$ cat config.mk
export PLATFORM = sky130hd
export DESIGN_NAME = nbr_info_bank
export DESIGN_NICKNAME = d
export VERILOG_FILES = /design/src/nbr_pkg.sv /design/src/nbr_info_bank.sv
export VERILOG_INCLUDE_DIRS = /design/src /design/src/src
export SDC_FILE = /design/constraint.sdc
export NUM_CORES = 2
export LEC_CHECK = 0
export BUFFER_PORTS_ARGS = -buffer_cell sky130_fd_sc_hd__buf_2
export CORE_UTILIZATION = 40
export DETAILED_ROUTE_END_ITERATION = 10
export SYNTH_ARGS = -nofsm -noshare
export SYNTH_HDL_FRONTEND = slang
export SYNTH_SLANG_ARGS = --single-unit
$ cat constraint.sdc
create_clock -name clk -period 4.9 [get_ports clk]
set_clock_uncertainty 0.15 [all_clocks]
set_input_delay 1.225 -clock clk [delete_from_list [all_inputs] [get_ports clk]]
set_output_delay 1.225 -clock clk [all_outputs]
set_load 0.05 [all_outputs]
$ cat src/nbr_macros.svh
`ifndef NBR_MACROS_SVH
`define NBR_MACROS_SVH

// neighbor-info banks
`define NBR_NUM_BANKS 2

// node id width
`define NBR_NODE_ID_W 6

// bank address, replay low bit on top of the node id
`define NBR_ADDR_W (`NBR_NODE_ID_W + 1)

// one neighbor-list word
`define NBR_INFO_W 16

// replay iterations
// bit 1 picks the bank, bit 0 is the top address bit
`define NBR_MAX_REPLAY 4

// processing elements, sets the tag width
`define NBR_NUM_PE 4

// queue depths
`define NBR_REQ_DEPTH 8
`define NBR_OUT_DEPTH 4

`endif
$ cat src/nbr_pkg.sv
`default_nettype none

`include "nbr_macros.svh"

package nbr_pkg;

    // request queue head
    typedef struct packed {
        logic                             valid;
        logic [`NBR_NODE_ID_W-1:0]        node_id;
        logic [$clog2(`NBR_NUM_PE)-1:0]   pe_tag;
    } nbr_req_t;

    // controller to one bank, enables are active low
    typedef struct packed {
        logic [`NBR_ADDR_W-1:0] a;
        logic                   cen;
        logic                   wen;
    } nbr_mem_ctl_t;

    // tagged neighbor word toward the result queue
    typedef struct packed {
        logic                             valid;
        logic [`NBR_INFO_W-1:0]           addr;
        logic [$clog2(`NBR_NUM_PE)-1:0]   pe_tag;
    } nbr_info_t;

    typedef enum logic {
        ST_IDLE  = 1'b0,
        ST_FETCH = 1'b1
    } ctl_state_t;

endpackage

`default_nettype wire

$ cat src/nbr_info_bank.sv
`default_nettype none
`timescale 1ns/100ps

`include "nbr_macros.svh"

module nbr_info_bank (
    input  wire logic                   clk,
    input  wire nbr_pkg::nbr_mem_ctl_t  mem_ctl,
    input  wire logic                   load_en,
    input  wire logic [`NBR_ADDR_W-1:0] load_addr,
    input  wire logic [`NBR_INFO_W-1:0] load_data,
    output logic [`NBR_INFO_W-1:0]      rdata
);

    localparam int WORDS = 2 ** `NBR_ADDR_W;

    logic [`NBR_INFO_W-1:0] mem [WORDS];

    logic rd_en;

    // chip enabled with write disabled is a read
    assign rd_en = !mem_ctl.cen && mem_ctl.wen;

    // table fill from outside
    always_ff @(posedge clk) begin
        if (load_en) begin
            mem[load_addr] <= load_data;
        end
    end

    // word shows up the cycle after the enable
    always_ff @(posedge clk) begin
        if (rd_en) begin
            rdata <= mem[mem_ctl.a];
        end
    end

endmodule

`default_nettype wire

Word level (Yosys, flattened, before mapping)
Memory sizes are Yosys's and may differ from the RTL's. A register that Yosys moved wholly into a read port is not among the register bits. Index checks and enable logic that the tools add are counted.

Bits in registers: 0. RAM bits: 2048. Input port bits: 34. Output and inout bits: 16. Logic and storage cells: 5. Memories kept: 1.

Muxes and demuxes: 2. Reductions and logical operators: 2.

Memories: mem (depth 128, width 16, read ports 1, clocked after Yosys merged registers in 1, write ports 1, RTL line nbr_info_bank.sv:17) `` logic [`NBR_INFO_W-1:0] mem [WORDS]; ``.

Operator list (count): 2-to-1 mux 1 bit (2); logical AND 1 bit (1); logical NOT 1 bit (1).

Depth between registers and ports, before layout
Depth after elaboration: 2. Mapped depth: 7. Depth with buffers taken out: 4.

Worst setup path after synthesis
OpenSTA, ideal clock, no wires.

Path type: input to register. Start point: input port mem_ctl[2] (netlist bit). End point: register rdata[0] (read register of mem) (data pin). Library setup time: 0.260 ns. Arrival: 3.597 ns. Required time: 4.490 ns. Slack: 0.894 ns. Cell stages on the path: 6. Buffers on the path: 2. Cells stage by stage: buf_2 -> clkbuf_1 -> mux4_2 -> mux4_2 -> mux4_2 -> mux2_2.

RTL lines: start: declaration (RTL line nbr_info_bank.sv:8) `input wire nbr_pkg::nbr_mem_ctl_t mem_ctl,`; end: declaration (RTL line nbr_info_bank.sv:12) `` output logic [`NBR_INFO_W-1:0] rdata ``.

==> run metrics <==
status finished, final reports clean; pwr dens 404.3 nW/um^2; register bit total from synthesis 2064; Peak VDD IR 0.2947 mV; Synth warnings 0; die width 445.5 um; overall die height 445.5 um; vias per cell 5.663; CTS sink count 2064; FMAX 278.7 MHz; Worst Setup Start Kind input port; Clock Tree Buf Depth 3; Clk pwr share 0.417; Post-Syn Area per Cell 25.49 sq um; Yosys top cell by area edfxtp_1; routability congestion estimate 0.8096; antenna violations before repair 20; Tightest Hold Check Type in -> reg; post-route ant nets 0; Reg clk slew, reported paths 0.06 ns; final std cells w/o fill 6225; drt wl/cell 30.67 um; Seq pwr share 0.532; final hold violations 0; number of CTS-inserted buffers 203; most frequent cells in the layout edfxtp_1 (2064), mux4_2 (672), buf_4 (234); CTS Hold Bufs 0; crit end category flop; # Max-Cap Violations 0; post-CTS setup buffer count 0; commonest non-fill, non-tap cell in the layout edfxtp_1; sequential area share after synthesis 0.7877; area share of the largest cell type after synthesis 0.7877; drt first pass iters 8; Placed Cells incl. Taps 5851; FP Rows 162; hpwl dp 113200 um; drt drc 0; initial DRC count 3959; Nets 3466; required time worst endpoint 5.34 ns; PostCTS Resize Cnt 0; Comb power frac 0.051; switching power 7.756 mW; IO Pins 50; vias in the first global route 35460; Worst-Skew Late Latency 0.84 ns; final period utilization 0.7324; total gr overflow 0; Fin Setup TNS 0 ns; max_slew headroom 0.1914; via count 35250; Area Overhead vs Synth 15.30%; top cells by area, synth edfxtp_1 (79%), mux4_2 (19%), nor2_1 (0.58%); fillers 15720; Die Area 198500 sq um; core area 195200 sq um; Setup Viol. Count Final 0; Lkg Pwr 27.91 nW; critical path arrival 4.03 ns; number of I/O port buffers 49; root buf cell clkbuf_16; Design Power 36.68 mW; Slew @ Worst Pin 1.213 ns; Synth Instances 3087; Synthesized Nets 3121; post-synthesis cell area 78690 sq um; RSZ-0062 raised after global routing false; P_int 28.92 mW; Switching Share 0.2114; critical path peak fanout 36; Starting Density 0.4031; Final min period 3.589 ns; CTS tree built; WS Path Type in -> reg; Yosys cell types 15; layout cells sized above 1 0.3799; CTS HTree Levels 4; Routed WL 190900 um; pins over their slew limit 0; Total Routing Usage GR 0.1942; largest net degree at the start of global routing 103; first-pass GRT wire length 272000 um
-- flip-flops by register name, indices dropped and copies added, names as in the netlist --
register	cells
mem	2048
rdata	16
-- Yosys cell counts --
cell type and n:
edfxtp_1 2064, mux4_2 672, nor2_1 122, clkbuf_1 86
buf_2 53, buf_1 24, mux2_2 16, nand2_1 14
nand3_1 12, nor3_1 9, nor2b_1 8, nand4_1 3
nand2b_1 2, buf_6 1, or3_1 1
-- through the flow --
| step | setup WS (ns) | hold WS, ns | instance area (sq um) | utilization |
|---|---|---|---|---|
| floorplan | 0.8936 | 0.9991 | 78690 | - |
| global placement | 0.4090 | 1.035 | 84210 | 0.4314 |
| detailed placement | 0.4029 | 1.050 | 84210 | 0.4314 |
| CTS | 1.320 | 0.5584 | 90720 | 0.4648 |
| global route | 1.231 | 0.5766 | 90720 | 0.4648 |
| finish | 1.311 | 0.6133 | 90730 | 0.4648 |
-- final cells by class --
cell class,instances,area (sq um),share of cell area
Antenna cell,3,7.507,0.00008274
Clock buffer,233,5235,0.05770
Clock inverter,138,1277,0.01408
Multi-Input combinational cell,859,16250,0.1791
Sequential cell,2064,61980,0.6831
Tap cell,2624,3283,0.03619
Timing Repair Buffer,304,2699,0.02975
-- cells by family (layout without fill, tap and decap cells) --
family,Yosys count,after routing,synth area share
multiplexers,688,688,0.1946
buffers and inverters,164,675,0.008761
other,0,3,0
flip-flops,2064,2064,0.7877
AND/OR/NAND/NOR,171,171,0.008936
-- layer usage --
metal,part of all wire,vias to the layer above,routed length [um],global-route usage
li1,-,14190,-,-
met2,0.49,1262,93020,0.3087
met4,0.020,0,3912,0.04604
met3,0.067,227,12880,0.03613
met5,0,-,0,0
met1,0.42,19570,81080,0.2790
-- path summary, 6_finish.rpt --
| path | from | endpoint | slack, ns | depth (start not counted) |
|---|---|---|---|---|
| worst min-delay path | load_data[1] | mem[32][1]$_DFFE_PP_ | 0.61 | 1 |
| worst max register to register | mem[93][14]$_DFFE_PP_ | rdata[14]$_DFFE_PP_ | 2.08 | 4 |
| worst max-delay path | mem_ctl[2] | rdata[12]$_DFFE_PP_ | 1.31 | 7 |
| worst min register to register | mem[62][6]$_DFFE_PP_ | rdata[6]$_DFFE_PP_ | 1.07 | 4 |
-- power groups by stage --
stage          clock, mW  sequential, mW  combinational (mW)
3_5_place_dp           0            19.9                1.89
5_1_grt             16.2            19.5                1.96
2_1_floorplan          0            19.9               0.956
4_1_cts             15.6            19.5                1.89
3_3_place_gp           0            19.9                1.86
6_report            15.3            19.5                1.86
-- worst max-delay path: stages --
cell	delay, ns
buf_8	0.23
buf_12	0.22
buf_12	0.29
mux4_2	0.55
mux4_2	0.56
mux4_2	0.56
mux2_2	0.29
No activity file was read; power rests on OpenSTA's default activity.
