===== src/nbr_macros.svh =====
`ifndef NBR_MACROS_SVH
`define NBR_MACROS_SVH

// neighbor-info banks
`define NBR_NUM_BANKS 2

// node id width
`define NBR_NODE_ID_W 6

// bank address, replay low bit on top of the node id
`define NBR_ADDR_W (`NBR_NODE_ID_W + 1)

// one neighbor-list word
`define NBR_INFO_W 16

// replay iterations
// bit 1 picks the bank, bit 0 is the top address bit
`define NBR_MAX_REPLAY 4

// processing elements, sets the tag width
`define NBR_NUM_PE 4

// queue depths
`define NBR_REQ_DEPTH 8
`define NBR_OUT_DEPTH 4

`endif

===== src/nbr_pkg.sv =====
`default_nettype none

`include "nbr_macros.svh"

package nbr_pkg;

    // request queue head
    typedef struct packed {
        logic                             valid;
        logic [`NBR_NODE_ID_W-1:0]        node_id;
        logic [$clog2(`NBR_NUM_PE)-1:0]   pe_tag;
    } nbr_req_t;

    // controller to one bank, enables are active low
    typedef struct packed {
        logic [`NBR_ADDR_W-1:0] a;
        logic                   cen;
        logic                   wen;
    } nbr_mem_ctl_t;

    // tagged neighbor word toward the result queue
    typedef struct packed {
        logic                             valid;
        logic [`NBR_INFO_W-1:0]           addr;
        logic [$clog2(`NBR_NUM_PE)-1:0]   pe_tag;
    } nbr_info_t;

    typedef enum logic {
        ST_IDLE  = 1'b0,
        ST_FETCH = 1'b1
    } ctl_state_t;

endpackage

`default_nettype wire


===== src/nbr_req_fifo.sv =====
`default_nettype none
`timescale 1ns/100ps

`include "nbr_macros.svh"

module nbr_req_fifo (
    input  wire logic                           clk,
    input  wire logic                           reset,
    input  wire logic                           req_push,
    input  wire logic [`NBR_NODE_ID_W-1:0]      req_node_id,
    input  wire logic [$clog2(`NBR_NUM_PE)-1:0] req_pe_tag,
    input  wire logic                           rinc,
    output nbr_pkg::nbr_req_t                   head,
    output logic                                empty,
    output logic                                req_full
);

    localparam int PTR_W = $clog2(`NBR_REQ_DEPTH);
    localparam int CNT_W = $clog2(`NBR_REQ_DEPTH + 1);
    localparam int TAG_W = $clog2(`NBR_NUM_PE);

    logic [`NBR_NODE_ID_W-1:0] node_mem [`NBR_REQ_DEPTH];
    logic [TAG_W-1:0]          tag_mem  [`NBR_REQ_DEPTH];

    logic [PTR_W-1:0] wr_ptr;
    logic [PTR_W-1:0] rd_ptr;
    logic [CNT_W-1:0] count;

    logic do_push;
    logic do_pop;

    // head register
    logic                      head_valid;
    logic [`NBR_NODE_ID_W-1:0] head_node;
    logic [TAG_W-1:0]          head_tag;

    assign empty    = (count == '0);
    assign req_full = (count == CNT_W'(`NBR_REQ_DEPTH));

    // a push into a full queue is dropped
    assign do_push = req_push && !req_full;
    assign do_pop  = rinc && !empty;

    always_ff @(posedge clk) begin
        if (reset) begin
            wr_ptr     <= '0;
            rd_ptr     <= '0;
            count      <= '0;
            head_valid <= 1'b0;
        end else begin
            if (do_push) begin
                wr_ptr <= wr_ptr + 1'b1;
            end
            if (do_pop) begin
                rd_ptr <= rd_ptr + 1'b1;
            end
            case ({do_push, do_pop})
                2'b10:   count <= count + 1'b1;
                2'b01:   count <= count - 1'b1;
                default: count <= count;
            endcase
            // valid only for the cycle after the pop
            head_valid <= do_pop;
        end
    end

    always_ff @(posedge clk) begin
        if (do_push) begin
            node_mem[wr_ptr] <= req_node_id;
            tag_mem[wr_ptr]  <= req_pe_tag;
        end
        if (do_pop) begin
            head_node <= node_mem[rd_ptr];
            head_tag  <= tag_mem[rd_ptr];
        end
    end

    assign head = '{valid: head_valid, node_id: head_node, pe_tag: head_tag};

    a_no_pop_empty: assert property (@(posedge clk) disable iff (reset)
        rinc |-> !empty);

    a_no_push_full: assert property (@(posedge clk) disable iff (reset)
        req_push |-> !req_full);

endmodule

`default_nettype wire


===== config.mk =====
export PLATFORM = sky130hd
export DESIGN_NAME = nbr_req_fifo
export DESIGN_NICKNAME = d
export VERILOG_FILES = /design/src/nbr_pkg.sv /design/src/nbr_req_fifo.sv
export VERILOG_INCLUDE_DIRS = /design/src /design/src/src
export SDC_FILE = /design/constraint.sdc
export NUM_CORES = 1
export LEC_CHECK = 0
export BUFFER_PORTS_ARGS = -buffer_cell sky130_fd_sc_hd__buf_2
export CAP_MARGIN = 40
export CORE_MARGIN = 10
export CORE_UTILIZATION = 40
export CTS_CLUSTER_SIZE = 24
export DETAILED_ROUTE_END_ITERATION = 16
export PLACE_DENSITY = 0.57
export SLEW_MARGIN = 20
export SYNTH_ARGS = -nofsm -noshare
export SYNTH_HDL_FRONTEND = slang
export SYNTH_SLANG_ARGS = --single-unit

===== constraint.sdc =====
create_clock -name clk -period 3.35 [get_ports clk]
set_clock_uncertainty 0.05 [all_clocks]
set_input_delay 1.005 -clock clk [delete_from_list [all_inputs] [get_ports clk]]
set_output_delay 1.005 -clock clk [all_outputs]
set_load 0.05 [all_outputs]

# ---- Word level (Yosys, flattened, before mapping)
# Memories as Yosys holds them, arrays and structs flattened. A register that Yosys moved wholly into a read port is not among the register bits.
# Index checks and enable logic that the tools add are counted.
dict set report word_totals {
  register_bits 11
  mem_bits_rw 64
  in_bits 12
  output_inout_bits 11
  wordCells 22
  memories 2
}
# memory depth word_bits rd rd_ports_with_merged_regs wr line
set mem_list {}
lappend mem_list {node_mem 8 6 1 1 1 nbr_req_fifo.sv:22} ;# logic [`NBR_NODE_ID_W-1:0] node_mem [`NBR_REQ_DEPTH];
lappend mem_list {tag_mem 8 2 1 1 1 nbr_req_fifo.sv:23} ;# logic [TAG_W-1:0] tag_mem [`NBR_REQ_DEPTH];
dict set report classes {
  addsub 4
  n_eq_ne 3
  mux 3
  n_reduce_logical 6
}
# op n
set ops {}
lappend ops {{case mux 4 bit (2 select lines)} 1}
lappend ops {{adder 3 x 1 -> 3 bit, second input constant} 2}
lappend ops {{adder 4 x 1 -> 4 bit, second input constant} 1}
lappend ops {{equality test 4 bit, second input constant} 1}
lappend ops {{logical NOT 4 bit} 1}
lappend ops {{subtractor 4 x 1 -> 4 bit, second input constant} 1}
lappend ops {{equality test 2 x 1 -> 1 bit, second input constant} 1}
lappend ops {{equality test 2 bit, second input constant} 1}
lappend ops {{logical AND 1 bit} 2}
lappend ops {{logical NOT 1 bit} 2}
lappend ops {{two-way mux 1 bit} 2}
lappend ops {{nonzero test 2 bit} 1}

# ---- Logic depth before layout (Yosys ltp)
dict set report logic_depth {
  ltp_word 5
  ltp_mapped 10
  depth_no_buf 10
}

# ---- Worst setup path before layout
# OpenSTA, ideal clock, no wires.
dict set report synth_timing {
  path_type {register to register}
  start {register count[0]}
  end {register count[3]}
  setup_time_ns 0.070
  arrival_ns 3.769
  required_ns 3.230
  slack_ns -0.538
  path_stages_with_launch 10
  n_path_buf 0
  synth_period_minus_slack_ns 3.888
  path_cell_list {dfxtp_1 -> nor4_1 -> nand2b_1 -> inv_1 -> ha_1 -> ha_1 -> a21oi_1 -> a21oi_1 -> or4_1 -> a21oi_1}
}
dict set report synth_via {
  elab_chain_len 5
  elab_cells_between_ends 12
  cone_classes {add/sub (2); eq/ne (3); mux (1); reduce/logical (6)}
}
# item line
set synth_lines {}
lappend synth_lines {{from (decl)} nbr_req_fifo.sv:27} ;# logic [CNT_W-1:0] count;
lappend synth_lines {{from (signal assigned)} nbr_req_fifo.sv:58} ;# 2'b10: count <= count + 1'b1;
lappend synth_lines {{from (signal assigned)} nbr_req_fifo.sv:59} ;# 2'b01: count <= count - 1'b1;
lappend synth_lines {{from (signal assigned)} nbr_req_fifo.sv:60} ;# default: count <= count;
lappend synth_lines {{logical NOT 4 bit *} nbr_req_fifo.sv:37} ;# assign empty = (count == '0);
lappend synth_lines {{via empty} nbr_req_fifo.sv:14} ;# output logic empty,
lappend synth_lines {{logical NOT 1 bit *} nbr_req_fifo.sv:42} ;# assign do_pop = rinc && !empty;
lappend synth_lines {{logical AND 1 bit *} nbr_req_fifo.sv:42}
lappend synth_lines {{via do_pop} nbr_req_fifo.sv:30} ;# logic do_pop;
lappend synth_lines {{equality test 2 x 1 -> 1 bit or equality test 2 bit (tied branches)} nbr_req_fifo.sv:57} ;# case ({do_push, do_pop})
lappend synth_lines {{case mux 4 bit (2 select lines) or nonzero test 2 bit (tied branches)} n/a}
# Mark *: on every way through the listed nets, which the timed path passes. The rest lies on a longest branch.
# A chain may end at the register's enable or synchronous reset.

# ---- Worst setup path after layout
dict set report layout_timing {
  start {register count[0]}
  end {output req_full}
}
dict set report layout_via {
  elab_chain_len 1
}
# item line
set layout_lines {}
lappend layout_lines {{equality test 4 bit} nbr_req_fifo.sv:38} ;# assign req_full = (count == CNT_W'(`NBR_REQ_DEPTH));
lappend layout_lines {{to (decl)} nbr_req_fifo.sv:15} ;# output logic req_full
# Every way passes these cells.

==> flow_summary.toml <==
[sta]
rsz0062_at_grt = "false"
fin_crit_sh = 0.837
tightestPinTransition_ns = 0.758
maxSlewHeadroom = 0.494
setup_violations = 0
clock.fmax_ghz = 0.357
hold_ws_ns = 0.483
drv_slew = 0
finalHoldViolations = 0
setup_slack_ns = 0.547
period_needed_ns = 2.80
finalSetupTns_ns = 0

[power]
power_switching_uw = 843
p_leak_nw = 1.32
p_int_mw = 1.83
sw_frac_of_total = 0.315
total_power_mw = 2.67
pwr-share-comb = 0.252
ir_drop_mv = 0.275
power-per-cell-area_nw_per_um2 = 707
clockPowerShare = 0.254
p_seq_frac = 0.493

[route]
met2_length_mm = 3.12
vias = 1651
drt-met1-wl_mm = 2.69
wirelength_mm = 6.05
route.detailed.drc = 0
ant_nets = 0
wl_met3_um = 143
dr.pass1.iters = 4
routed.top_layer = "met4"
wl_per_cell_um = 18.9
drt-initial-drc-count = 109
via_per_inst = 5.16

[final_layout]
syn_to_final_growth_pct = 13.7
nFillCells = 684
instances_no_fill = 320
multi_input_area_um2 = 868
nNetsFinal = 229
diodes = 0
ff_latch_area_um2 = 2380
postLayoutCoreUtil = 0.463
final_cell_area_um2 = 3780
drive_gt1_frac = 0.270

[synthesis]
synth.avg_cell_area_um2 = 18.9
netlist_instances = 176
yosys-top-cells-area = "edfxtp_1 (65%), mux4_1 (13%), dfxtp_1 (6.6%)"
synth_top_family_by_area = "multiplexers"
synth_edf_count = 72
synth-compound-area-share = 0.0128
synth-simple-area-share = 0.0523
synth-seq-cells = 83
synth-async-reset-ratio = 0
synthXorXnorAreaFrac = 0.0158
synth_top_area_frac = 0.650
synth_top_flop_cell = "edfxtp_1"
synth_nets = 194
netlist_area_um2 = 3330
yosysWarnings = 0
synth_top_area_cell = "edfxtp_1"
synth_cell_types = 27
synthAdderAreaFrac = 0.0248
muxShareOfSynthArea = 0.153
seq_area_frac_synth = 0.716

[setup_path]
required_ns = 2.29
path_max_fanout = 5
startpoint_type = "flip-flop"
crit_type = "reg2out"
r2r-start = "count[0]"
reg2reg_to = "count[3]"
ff2ff_path_depth = 8
worst_setup_path_end_kind = "output port"
reg2reg_slack_ns = 0.56
arrival_ns = 1.75

[worst_hold_path]
worstHoldPathCells = 2
hold_class = "reg2reg"
holdCritStartpoint = "count[3]"
hold_end = "count[3]"

[grt]
grt_pass1_wl_mm = 9.35
grt.total_usage = 0.0982
antenna_found_initial = 0
grt_start_max_net_pins = 19
grt_pass1_vias = 1733
grt_overflow = 0

[cts]
clock_latency_ns = 0.35
cts_tree = "done"
cts_buffers = 9
cts_sinks = 83
post_cts_buffers = 0
cts_resized = 0
holdBufCountCts = 0
root_buffer = "clkbuf_8"
cts.clk_slew.worst_paths_ns = 0.08
htreeDepth = 3
cts_buffer_depth = 2

[place]
port_buffers = 22
placed_cells = 305
dp_hpwl_mm = 3.80
gp_congestion = 0.799
place_ws_ns = 0.464
place_area_um2 = 3600

[floorplan]
start_util = 0.407
die_area_um2 = 12400
fp-row-count = 33
core-area_um2 = 8180
die-width_um = 111
die_y_um = 111
pin_count = 23

[job]
maxCapViolCount = 0

[run_status]
run_status = "finished clean"
-- Yosys cell counts, drive strengths merged, types with 2 or more instances --
library cell,n
edfxtp,72
clkbuf,3
inv,5
nor3,4
nor2,13
ha,5
a21oi,7
buf,6
nor4,2
nand2,6
nand2b,3
mux4,16
xor2,5
mux2,8
dfxtp,11
nand3,4
-- how the worst max path moves through the flow --
| stage | start | to | slack, ns |
|---|---|---|---|
| floorplan | count[0] | count[3] | 0.08 |
| global placement | rinc | count[3] | 0.58 |
| detailed placement | rinc | count[3] | 0.46 |
| CTS | count[0] | req_full | 0.53 |
| global route | count[0] | count[3] | 0.44 |
| finish | count[0] | req_full | 0.55 |
-- cell families after synthesis --
group,Yosys count
xor gates and xnor gates,6
adders and majority gates,6
buffers and inverters,14
muxes,24
DFF,83
AOI/OAI and AO/OA,8
and+or+nand+nor,35
-- routing by layer --
| metal | up-vias | track usage |
|---|---|---|
| met3 | 10 | 0.0206 |
| met5 | - | 0 |
| met1 | 847 | 0.116 |
| li1 | 768 | - |
| met4 | 0 | 0.0497 |
| met2 | 26 | 0.165 |
-- cell type report --
cell class                 count  area share
multi-input combinational     79       0.230
sequential                    83       0.630
tap                          105      0.0347
clock buffer                   9      0.0327
clock inverter                 6      0.0152
inverter                       5     0.00496
timing repair buffer          33      0.0529
-- registers in the layout, summed over array words and instances, names as in the netlist --
register    flops
head_node       6
tag_mem        16
head_tag        2
wr_ptr          3
head_valid      1
node_mem       48
count           4
rd_ptr          3
-- worst max-delay path, stage by stage, from the launching register on --
cell and delay [ns]:
dfxtp_1 0.37, or4b_1 0.68, inv_1 0.10, buf_2 0.26
-- layout by cell type, fill, tap and decap left out, types with 3 or more instances in the layout --
master | Yosys | routed
ha_1 | 5 | 5
nand3_1 | 4 | 4
clkbuf_8 | 0 | 9
mux2_2 | 8 | 8
clkinv_2 | 0 | 4
buf_4 | 1 | 10
dfxtp_1 | 11 | 11
nor3_1 | 4 | 4
nand2_1 | 5 | 5
a21oi_1 | 7 | 7
nand2b_1 | 3 | 3
nor2_1 | 13 | 13
inv_1 | 5 | 5
buf_2 | 2 | 22
xor2_1 | 5 | 5
edfxtp_1 | 72 | 72
mux4_1 | 16 | 16
-- power by group through the flow --
stage / sequential (mW) / combinational, mW / clock, mW
after floorplan: 1.44 / 0.407 / 0
after global placement: 1.35 / 0.631 / 0
after detailed placement: 1.34 / 0.678 / 0
after CTS: 1.32 / 0.682 / 0.696
after global routing: 1.33 / 0.730 / 0.743
final: 1.32 / 0.675 / 0.680
(Power assumes the default switching activity.)
