## src/nbr_macros.svh

```systemverilog
`ifndef NBR_MACROS_SVH
`define NBR_MACROS_SVH

// neighbor-info banks
`define NBR_NUM_BANKS 2

// node id width
`define NBR_NODE_ID_W 6

// bank address, replay low bit on top of the node id
`define NBR_ADDR_W (`NBR_NODE_ID_W + 1)

// one neighbor-list word
`define NBR_INFO_W 16

// replay iterations
// bit 1 picks the bank, bit 0 is the top address bit
`define NBR_MAX_REPLAY 4

// processing elements, sets the tag width
`define NBR_NUM_PE 4

// queue depths
`define NBR_REQ_DEPTH 8
`define NBR_OUT_DEPTH 4

`endif
```

## src/nbr_pkg.sv

```systemverilog
`default_nettype none

`include "nbr_macros.svh"

package nbr_pkg;

    // request queue head
    typedef struct packed {
        logic                             valid;
        logic [`NBR_NODE_ID_W-1:0]        node_id;
        logic [$clog2(`NBR_NUM_PE)-1:0]   pe_tag;
    } nbr_req_t;

    // controller to one bank, enables are active low
    typedef struct packed {
        logic [`NBR_ADDR_W-1:0] a;
        logic                   cen;
        logic                   wen;
    } nbr_mem_ctl_t;

    // tagged neighbor word toward the result queue
    typedef struct packed {
        logic                             valid;
        logic [`NBR_INFO_W-1:0]           addr;
        logic [$clog2(`NBR_NUM_PE)-1:0]   pe_tag;
    } nbr_info_t;

    typedef enum logic {
        ST_IDLE  = 1'b0,
        ST_FETCH = 1'b1
    } ctl_state_t;

endpackage

`default_nettype wire

```

## src/nbr_info_ctl.sv

```systemverilog
`default_nettype none
`timescale 1ns/100ps

`include "nbr_macros.svh"

module nbr_info_ctl (
    input  wire logic                                        clk,
    input  wire logic                                        reset,
    input  wire nbr_pkg::nbr_req_t                           head,
    input  wire logic                                        empty,
    input  wire logic [$clog2(`NBR_MAX_REPLAY)-1:0]          replay_iter,
    input  wire logic                                        out_full,
    input  wire logic [`NBR_NUM_BANKS-1:0][`NBR_INFO_W-1:0]  bank_rdata,
    output logic                                             rinc,
    output nbr_pkg::nbr_mem_ctl_t [`NBR_NUM_BANKS-1:0]       mem_ctl,
    output nbr_pkg::nbr_info_t                               info
);

    import nbr_pkg::*;

    localparam int TAG_W  = $clog2(`NBR_NUM_PE);
    localparam int BANK_W = $clog2(`NBR_NUM_BANKS);

    ctl_state_t state;
    ctl_state_t state_d;

    logic [BANK_W-1:0] bank_sel;
    logic [TAG_W-1:0]  tag_q;

    // registered result
    logic                   info_valid;
    logic [`NBR_INFO_W-1:0] info_addr;
    logic [TAG_W-1:0]       info_tag;

    assign bank_sel = replay_iter[1];

    always_comb begin
        state_d = state;
        rinc    = 1'b0;
        for (int i = 0; i < `NBR_NUM_BANKS; i++) begin
            mem_ctl[i].a   = '0;
            mem_ctl[i].cen = 1'b1;
            mem_ctl[i].wen = 1'b1;
        end
        case (state)
            ST_IDLE: begin
                if (head.valid) begin
                    // replay low bit is the top address bit
                    mem_ctl[bank_sel].a   = {replay_iter[0], head.node_id};
                    mem_ctl[bank_sel].cen = 1'b0;
                    state_d               = ST_FETCH;
                end else if (!empty && !out_full && !info_valid) begin
                    // hold off while a result is still landing in the out queue
                    // since its full level lags that write by one cycle
                    rinc = 1'b1;
                end
            end
            ST_FETCH: begin
                state_d = ST_IDLE;
            end
            default: begin
                state_d = ST_IDLE;
            end
        endcase
    end

    always_ff @(posedge clk) begin
        if (reset) begin
            state      <= ST_IDLE;
            info_valid <= 1'b0;
        end else begin
            state      <= state_d;
            info_valid <= (state == ST_FETCH);
        end
    end

    always_ff @(posedge clk) begin
        if (state == ST_IDLE && head.valid) begin
            tag_q <= head.pe_tag;
        end
        // bank word arrives while in fetch
        if (state == ST_FETCH) begin
            info_addr <= bank_rdata[bank_sel];
            info_tag  <= tag_q;
        end
    end

    assign info = '{valid: info_valid, addr: info_addr, pe_tag: info_tag};

    // bank read in fetch is the one enabled in idle
    a_iter_stable: assert property (@(posedge clk) disable iff (reset)
        (state == ST_FETCH) |-> $stable(replay_iter));

    // a head arriving mid fetch would be lost
    a_head_idle: assert property (@(posedge clk) disable iff (reset)
        head.valid |-> (state == ST_IDLE));

endmodule

`default_nettype wire

```

## config.mk

```make
export PLATFORM = sky130hd
export DESIGN_NAME = nbr_info_ctl
export DESIGN_NICKNAME = d
export VERILOG_FILES = /design/src/nbr_pkg.sv /design/src/nbr_info_ctl.sv
export VERILOG_INCLUDE_DIRS = /design/src /design/src/src
export SDC_FILE = /design/constraint.sdc
export NUM_CORES = 1
export LEC_CHECK = 0
export BUFFER_PORTS_ARGS = -buffer_cell sky130_fd_sc_hd__buf_2
export CAP_MARGIN = 20
export CELL_PAD_IN_SITES_DETAIL_PLACEMENT = 1
export CELL_PAD_IN_SITES_GLOBAL_PLACEMENT = 1
export CORE_MARGIN = 2
export CORE_UTILIZATION = 29
export DETAILED_ROUTE_END_ITERATION = 12
export GPL_ROUTABILITY_DRIVEN = 0
export PLACE_DENSITY_LB_ADDON = 0.1
export SYNTH_ARGS = -nofsm -noshare
export SYNTH_HDL_FRONTEND = slang
export SYNTH_SLANG_ARGS = --single-unit
```

## constraint.sdc

```tcl
create_clock -name clk -period 2 [get_ports clk]
set_input_delay 0.2 -clock clk [delete_from_list [all_inputs] [get_ports clk]]
set_output_delay 0.2 -clock clk [all_outputs]
set_load 0.1 [all_outputs]
```

After elaboration in Yosys (flattened, before gate mapping)
Index checks and enable logic that the tools add are counted. W data, S select, Z words.

$lt $le $gt $ge: 2. Bitwise logic cells: 2. Reduce and logical (&&, ||, !) cells: 7. Muxes and demuxes: 14.

Operator list (count): $mux W18 (2); $mux W16 (2); $bwmux W18 (1); $demux W9 S1 (2); $and A14 B14 Y14 (1); $mux W9 (1); $logic_and A1 B1 Y1 (4); $mux W1 (4); $logic_not A1 Y1 (3); $lt A1 B2 Y1 const B (1); $mux W2 (1); $pmux W1 S2 (1); $ge A1 B1 Y1 const B (1); $not A1 Y1 (1).

Output and inout port bits: 38. Register bits: 22. Input port bits: 47. Word-level logic and storage cells: 30.

Depth between registers and ports, before layout
Gate-level depths: netlist of the first run.

Depth after elaboration: 8. Gate-level depth with buffers: 3. Depth with buffers taken out: 2.

Worst setup path before layout of the first run
No wires, ideal clock.

Kind: reg2out. From: register state. To: output rinc. Arrival time: 2.362 ns. Setup slack: -0.562 ns. Data required time: 1.800 ns. Cell stages (with the launch flop): 3. Buffers on the path: 0. Cell sequence: dfxtp_1 > or4_1 > nor2_1.

Cells in the longest elaborated chain, start to end: 1.

RTL lines: start, declared (line nbr_info_ctl.sv:24) `ctl_state_t state;`; start signal, assigned (line nbr_info_ctl.sv:72) `state <= state_d;`; $mux W1 (line nbr_info_ctl.sv:45) `case (state)`; end, declared (line nbr_info_ctl.sv:14) `output logic rinc,`.

No other way between the ends.

==> out/metrics.yaml, run 1 <==
outcome: "finished clean"
yosys.area.top_type: "edfxtp_1"
period_minus_slack_ns: 1.87
synth_most_common_cell: "edfxtp_1"
antenna_cells: 0
avgSynthCellArea_sq_um: 15.0
drive_above_1_share_pct: 70.6
grt_max_degree: 16
syn-cell-area_sq_um: 1010
synth_area_leaders: "edfxtp_1 (60%), mux2_2 (18%), and2_1 (7.5%), dfxtp_1 (4.0%), buf_4 (2.2%)"
final_hold_viol_count: 0
cts_sinks: 22
core_sq_um: 3340
reg2reg_depth: 1
fp.dieW_um: 62.9
synth_warnings: 0
fin_setup_tns_ns: 0
path_cells: "nor2b_1, and3b_1, buf_2"
route.vias.total: 848
drt_iter0_drc: 12
wl_um: 2460
required_ns: 1.80
fin_skew_ns: 0.00265
rsz0062_at_grt: "false"
ant_nets: 0
arrival_ns: 1.67
cts_setup_buffers: 0
slew_viol_final: 0
overflow: 0
holdCritPathClass: "in2reg"
die_area_sq_um: 3960
clkLatencyLatePin_ns: 0.30
htree_levels: 1
ios: 85
dpl_cell_area_sq_um: 1620
grt_pass1_vias: 928
period_share_pct: 93.6
setup_violations: 0
dp_hpwl_um: 2070
critPathMaxStageDelay_ns: 0.43
synth_top_area_share_pct: 59.7
avgRoutedWirePerCell_um: 12.4
clkTransAtPathRegs_ns: 0.11
cp-end-kind: "output pin"
antenna_found_initial: 0
clockBufferDepth: 2
cpMaxStageDelayCell: "dfxtp_1"
ys.flop_type: "edfxtp_1"
ir_worst_vdd_v: 0.000272
cts_tree: "yes"
cts_root_buffer: "clkbuf_4"
final_area_sq_um: 1680
critPathMaxFanout: 10
synth_edf_count: 20
fp.dieH_um: 62.9
async_reset_ff_share_pct: 0
worstSetupStartpointType: "register"
fillers: 398
fin_util_pct: 50.2
ys_seq_area_share_pct: 63.7
syn_inst: 67
worstSetupPathType: "reg2out"
grt_usage_pct: 13.1
drc_errors: 0
max_cap_violations: 0
viasPerCell: 4.26
netlist_top_cells_count: "edfxtp_1 (20), mux2_2 (16), and2_1 (12)"
first_pass_iters: 2
cts-buffers-inserted: 3
fmax_ghz: 0.534
synth-seq-cells: 22
layout.nets: 201
p_per_area_nw_per_um2: 709
p_leak_uw: 0.000763
area_delta_synth_final_pct: 66.5
synth.distinct_cells: 14
initial_core_util_pct: 30.1
grt_pass1_wl_um: 4150
io_buffers: 82
std_cell_rows: 21
hold_depth: 2
## metrics by stage
step	total power [uW]	std cells	setup slack, ns	hold slack (ns)
after CTS	1200	199	0.0646	0.0450
after global routing	1230	199	0.0136	0.0462
final	1190	199	0.129	0.0551
after detailed placement	962	195	0.419	0.382
after floorplan	847	68	0.148	0.272
after global placement	957	195	0.446	0.385
## where the power goes
part / switching [uW] / total, uW / internal [uW]
logic: 300 / 416 / 116
registers: 7.72 / 536 / 528
clock network: 125 / 236 / 111
total: 432 / 1190 / 755
## worst max-delay path, delay by kind of cell (launching register included)
kind	cells	cell delay [ns]
and+or+nand+nor	2	0.52
DFF	1	0.43
buffers and inverters	1	0.42
## worst paths after layout
path | start | to | slack [ns]
max | state | mem_ctl[8] | 0.13
min | reset | state | 0.06
max reg2reg | state | info_tag[0] | 0.92
min reg2reg | tag_q[1] | info_tag[1] | 0.44
## timing repair
action | CTS | global route
endpoints found under the setup margin | 0 | 12
gates resized for setup | 0 | 7
hold endpoints to repair | 0 | 0
hold buffers | 0 | 0
## metal layers
| metal | global-route usage (%) | wire length [um] | part of all wire, % |
|---|---|---|---|
| met4 | 5.00 | 41 | 1.7 |
| met3 | 4.32 | 253 | 10 |
| met5 | 0 | 0 | 0 |
| met2 | 24.1 | 1290 | 53 |
| met1 | 13.8 | 870 | 35 |
## cell usage in the layout (no fill, tap or decap)
cell      instances
clkbuf_8          1
buf_2            67
nor2b_1           3
edfxtp_1         20
mux2_2           16
inv_1             2
dfxtp_1           2
conb_1            2
and2_1           12
buf_12            9
or4_1             1
nor3b_4           1
and3_1            1
nor2_4            1
and3b_1           2
buf_4             4
clkbuf_4          9
## layout make-up
cell class / count / area (sq um) / area share, %
repair buffers: 86 / 591 / 35.3
multi-input cells: 39 / 343 / 20.5
clock buffers: 4 / 36.3 / 2.17
inverters: 2 / 7.51 / 0.448
well taps: 46 / 57.6 / 3.44
flip-flops and latches: 22 / 641 / 38.2
## state kept, by name (all words and copies together) (netlist names)
name and cells:
info_tag 2, state 1, info_addr 16, info_valid 1
tag_q 2
## kinds of logic (layout without fill, tap and decap cells)
family / after synthesis / in the layout / share of synthesized area (%)
and+or+nand+nor: 21 / 21 / 14.1
DFF: 22 / 22 / 63.7
muxes: 16 / 16 / 17.9
buffers and inverters: 7 / 92 / 3.98
other: 1 / 2 / 0.373
No activity file was read; power rests on OpenSTA's default activity.
==> run 2, diff against run 1 <==
Settings changed: CORE_UTILIZATION 29 to 30, CTS_BUF_LIST set to sky130_fd_sc_hd__clkbuf_8, SLEW_MARGIN set to 15.
==> out/metrics.yaml, run 2 (synthesized netlist as in run 1, its figures left out) <==
rsz0062_at_grt: "false"
top_layer: "met4"
grt_pass1_vias: 852
cp-end-kind: "output pin"
setup_violations: 0
grt_max_degree: 13
clkTransAtPathRegs_ns: 0.07
p_int_uw: 775
grt_pass1_wl_um: 3670
max_cap_violations: 0
hold_depth: 2
top_register: "info_addr"
route.met3.wl_um: 212
ant_nets: 0
final_cells: 198
area_delta_synth_final_pct: 64.9
std_cell_rows: 21
cts_resized: 0
seq_power_share_pct: 44.3
worstSetupPathType: "reg2out"
wl_met2_um: 1410
initial_core_util_pct: 30.6
first_pass_iters: 4
cts_hold_buffers: 0
outcome: "finished clean"
p_per_area_nw_per_um2: 728
worstSetupStartpointType: "register"
clockBufferDepth: 2
layout.nets: 201
grt_usage_pct: 13.2
core_sq_um: 3280
cts_root_buffer: "clkbuf_8"
cts_setup_buffers: 0
reg2reg_depth: 1
dp_cells: 195
p_leak_uw: 0.000765
critPathMaxFanout: 7
arrival_ns: 1.56
reg.largest.list: "info_addr: 16 flops, info_tag: 2 flops, tag_q: 2 flops"
antenna_cells: 0
p_switching_uw: 433
path_cells: "nor2b_1, and3_1, buf_2"
fillers: 376
clkLatencyLatePin_ns: 0.25
cpMaxStageDelayCell: "buf_2"
drc_errors: 0
drive_above_1_share_pct: 70.4
required_ns: 1.80
route.vias.total: 863
holdCritPathClass: "in2reg"
cts_sinks: 22
largest_reg_flops: 16
htree_levels: 1
dp_hpwl_um: 2160
critPathMaxStageDelay_ns: 0.42
final_cell_mix: "buf_2 (73), edfxtp_1 (20), mux2_2 (16), and2_1 (12), buf_12 (9)"
power_frac_comb_pct: 34.3
fin_skew_ns: 0.00181
viasPerCell: 4.36
met1Wirelength_um: 913
slew_viol_final: 0
ir_worst_vdd_v: 0.000241
antenna_found_initial: 0
ios: 85
fmax_ghz: 0.568
period_share_pct: 88.1
fp.dieH_um: 61.9
wl_um: 2560
die_area_sq_um: 3830
period_minus_slack_ns: 1.76
final_hold_viol_count: 0
avgRoutedWirePerCell_um: 12.9
overflow: 0
p_clk_share_pct: 21.5
drt_iter0_drc: 11
io_buffers: 82
layout_commonest_cell: "buf_2"
cts-buffers-inserted: 3
fp.dieW_um: 61.9
cts_tree: "yes"
swShare_pct: 35.9
fin_setup_tns_ns: 0
run 2: cell count changes in the layout (fill, tap and decap cells not counted):
cell and change:
clkbuf_4 -9, buf_2 +6, nor3b_2 +1, nor3b_4 -1
clkbuf_8 +2
run 2: metrics by stage:
step	setup slack [ns]	hold WS (ns)	util (%)	power, uW	area, sq um
after floorplan	0.148	0.272	-	847	1020
after global placement	0.561	0.382	49.3	955	1620
after detailed placement	0.499	0.378	49.3	962	1620
after CTS	0.208	0.110	50.5	1220	1660
after global routing	0.125	0.124	50.5	1260	1660
final	0.239	0.118	50.5	1210	1660
run 2: final timing paths:
check                      end      from  slack, ns
setup / recovery   mem_ctl[17]     state       0.24
hold / removal           state     reset       0.12
setup reg to reg  info_addr[6]     state       1.00
hold reg to reg    info_tag[1]  tag_q[1]       0.43
run 2: power by group through the flow:
stage | clock network, uW | logic (uW) | registers (uW)
after floorplan | 0 | 180 | 667
final | 259 | 414 | 535
after global placement | 0 | 411 | 544
after global routing | 289 | 431 | 537
after CTS | 271 | 418 | 535
after detailed placement | 0 | 417 | 545
run 2: layout make-up:
type / instances / area [sq um] / share of cell area, %
clock buffer: 3 / 41.3 / 2.49
inverter: 2 / 7.51 / 0.452
multi-input combinational: 39 / 337 / 20.3
sequential: 22 / 641 / 38.6
tap: 46 / 57.6 / 3.47
timing repair buffer: 86 / 576 / 34.7
run 2: per-layer routing:
layer,global-route usage [%],up-vias
met1,14.1,411
met2,25.4,44
met3,3.31,2
li1,-,406
met5,0,-
met4,3.65,0
run 2: critical path: cells and delay by family, from the launching register on:
kind / cells / cell delay, ns
and+or+nand+nor: 2 / 0.51
buffers and inverters: 1 / 0.42
DFF: 1 / 0.37
==> run 3, diff against run 2 <==
Settings changed: CORE_UTILIZATION 30 to 27, CTS_BUF_LIST sky130_fd_sc_hd__clkbuf_8 to not set.
Clock period 2 ns to 1.9 ns, I/O delays scaled along.
==> out/metrics.yaml, run 3 (synthesized netlist as in run 1, its figures left out) <==
hold_end: "info_valid"
ant_nets: 0
final_cell_mix: "buf_2 (73), edfxtp_1 (20), mux2_2 (16), and2_1 (12), buf_12 (9)"
cp-end-kind: "output pin"
antenna_found_initial: 0
std_cell_rows: 22
cts_tree: "yes"
worstSetupStartpointType: "register"
period_share_pct: 91.5
cts_root_buffer: "clkbuf_8"
drc_errors: 0
required_ns: 1.71
p_leak_uw: 0.000765
grt_pass1_wl_um: 3730
largest_reg_flops: 16
antenna_cells: 0
swShare_pct: 35.7
io_buffers: 82
avgRoutedWirePerCell_um: 12.3
layout_commonest_cell: "buf_2"
hold_depth: 2
ios: 85
cts-buffers-inserted: 3
fillers: 413
cts_setup_buffers: 0
path_cells: "and3b_1, and2_1, buf_2"
grt_pass1_vias: 844
r2r_start: "state"
reg2reg_depth: 2
seq_power_share_pct: 44.4
cts_hold_buffers: 0
grt_usage_pct: 11.8
p_int_uw: 816
drive_above_1_share_pct: 70.4
hold_ws_ns: 0.111
dp_hpwl_um: 2130
p_switching_uw: 454
wl_um: 2460
final_cells: 200
critPathMaxFanout: 7
hp-start: "reset"
setup_violations: 0
power_frac_comb_pct: 34.2
cpMaxStageDelayCell: "buf_2"
overflow: 0
dpl_cell_area_sq_um: 1620
fmax_ghz: 0.575
initial_core_util_pct: 27.7
final_area_sq_um: 1660
holdCritPathClass: "in2reg"
clockBufferDepth: 2
fin_skew_ns: 0.00138
critPathMaxStageDelay_ns: 0.42
arrival_ns: 1.55
cts_resized: 0
max_cap_violations: 0
clkTransAtPathRegs_ns: 0.07
top_register: "info_addr"
outcome: "finished clean"
dp_cells: 197
slew_viol_final: 0
fp.dieH_um: 65.0
grt_max_degree: 14
layout.nets: 201
final_hold_viol_count: 0
worstSetupPathType: "reg2out"
route.vias.total: 835
r2r_slack_ns: 0.85
period_minus_slack_ns: 1.74
cts_sinks: 22
first_pass_iters: 4
p_per_area_nw_per_um2: 764
r2r_end: "tag_q[0]"
fin_setup_tns_ns: 0
reg.largest.list: "info_addr: 16 flops, info_tag: 2 flops, tag_q: 2 flops"
fp.dieW_um: 65.0
rsz0062_at_grt: "false"
viasPerCell: 4.18
core_sq_um: 3630
drt_iter0_drc: 6
ir_worst_vdd_v: 0.000250
area_delta_synth_final_pct: 65.2
clkLatencyLatePin_ns: 0.25
htree_levels: 1
p_clk_share_pct: 21.4
die_area_sq_um: 4230
[run 3: cell counts in the layout (fill, tap and decap cells not counted)]
Identical to the previous run, type by type.
[run 3: layout make-up]
class	instances	area, sq um	share of cell area [%]
Tap cell	48	60.1	3.61
Multi-Input combinational cell	39	337	20.3
Clock buffer	3	41.3	2.48
Sequential cell	22	641	38.6
Inverter	2	7.51	0.452
Timing Repair Buffer	86	576	34.6
[run 3: how the worst max path moves through the flow]
stage / start / end / slack (ns)
finish: state / mem_ctl[12] / 0.16
global route: state / mem_ctl[13] / 0.03
CTS: state / mem_ctl[12] / 0.16
detailed placement: replay_iter[1] / mem_ctl[16] / 0.38
global placement: replay_iter[1] / mem_ctl[12] / 0.40
floorplan: state / mem_ctl[8] / 0.06
[run 3: worst max-delay path: cells and delay by family, from the launching register on]
family        cells  cell delay [ns]
simple gates      2             0.49
flops             1             0.38
buf+inv           1             0.42
[run 3: power groups by stage]
stage                     Sequential (uW)  Combinational, uW  Clock (uW)
after floorplan                       702                189           0
after global placement                573                433           0
after detailed placement              575                439           0
after CTS                             564                439         278
after global routing                  566                452         300
final                                 563                435         272
[run 3: layer usage]
| metal | up-vias | global-route usage (%) | part of all wire (%) |
|---|---|---|---|
| met5 | - | 0 | 0 |
| met4 | 0 | 4.69 | 0.85 |
| met3 | 2 | 4.34 | 11 |
| met2 | 47 | 21.9 | 54 |
| met1 | 381 | 12.0 | 34 |
| li1 | 405 | - | - |
[run 3: stage by stage]
step / power (uW) / utilization, % / setup slack [ns]
6_report: 1270 / 45.7 / 0.161
5_1_grt: 1320 / 45.7 / 0.0296
4_1_cts: 1280 / 45.7 / 0.157
3_5_place_dp: 1010 / 44.6 / 0.379
3_3_place_gp: 1010 / 44.6 / 0.395
2_1_floorplan: 891 / - / 0.0578
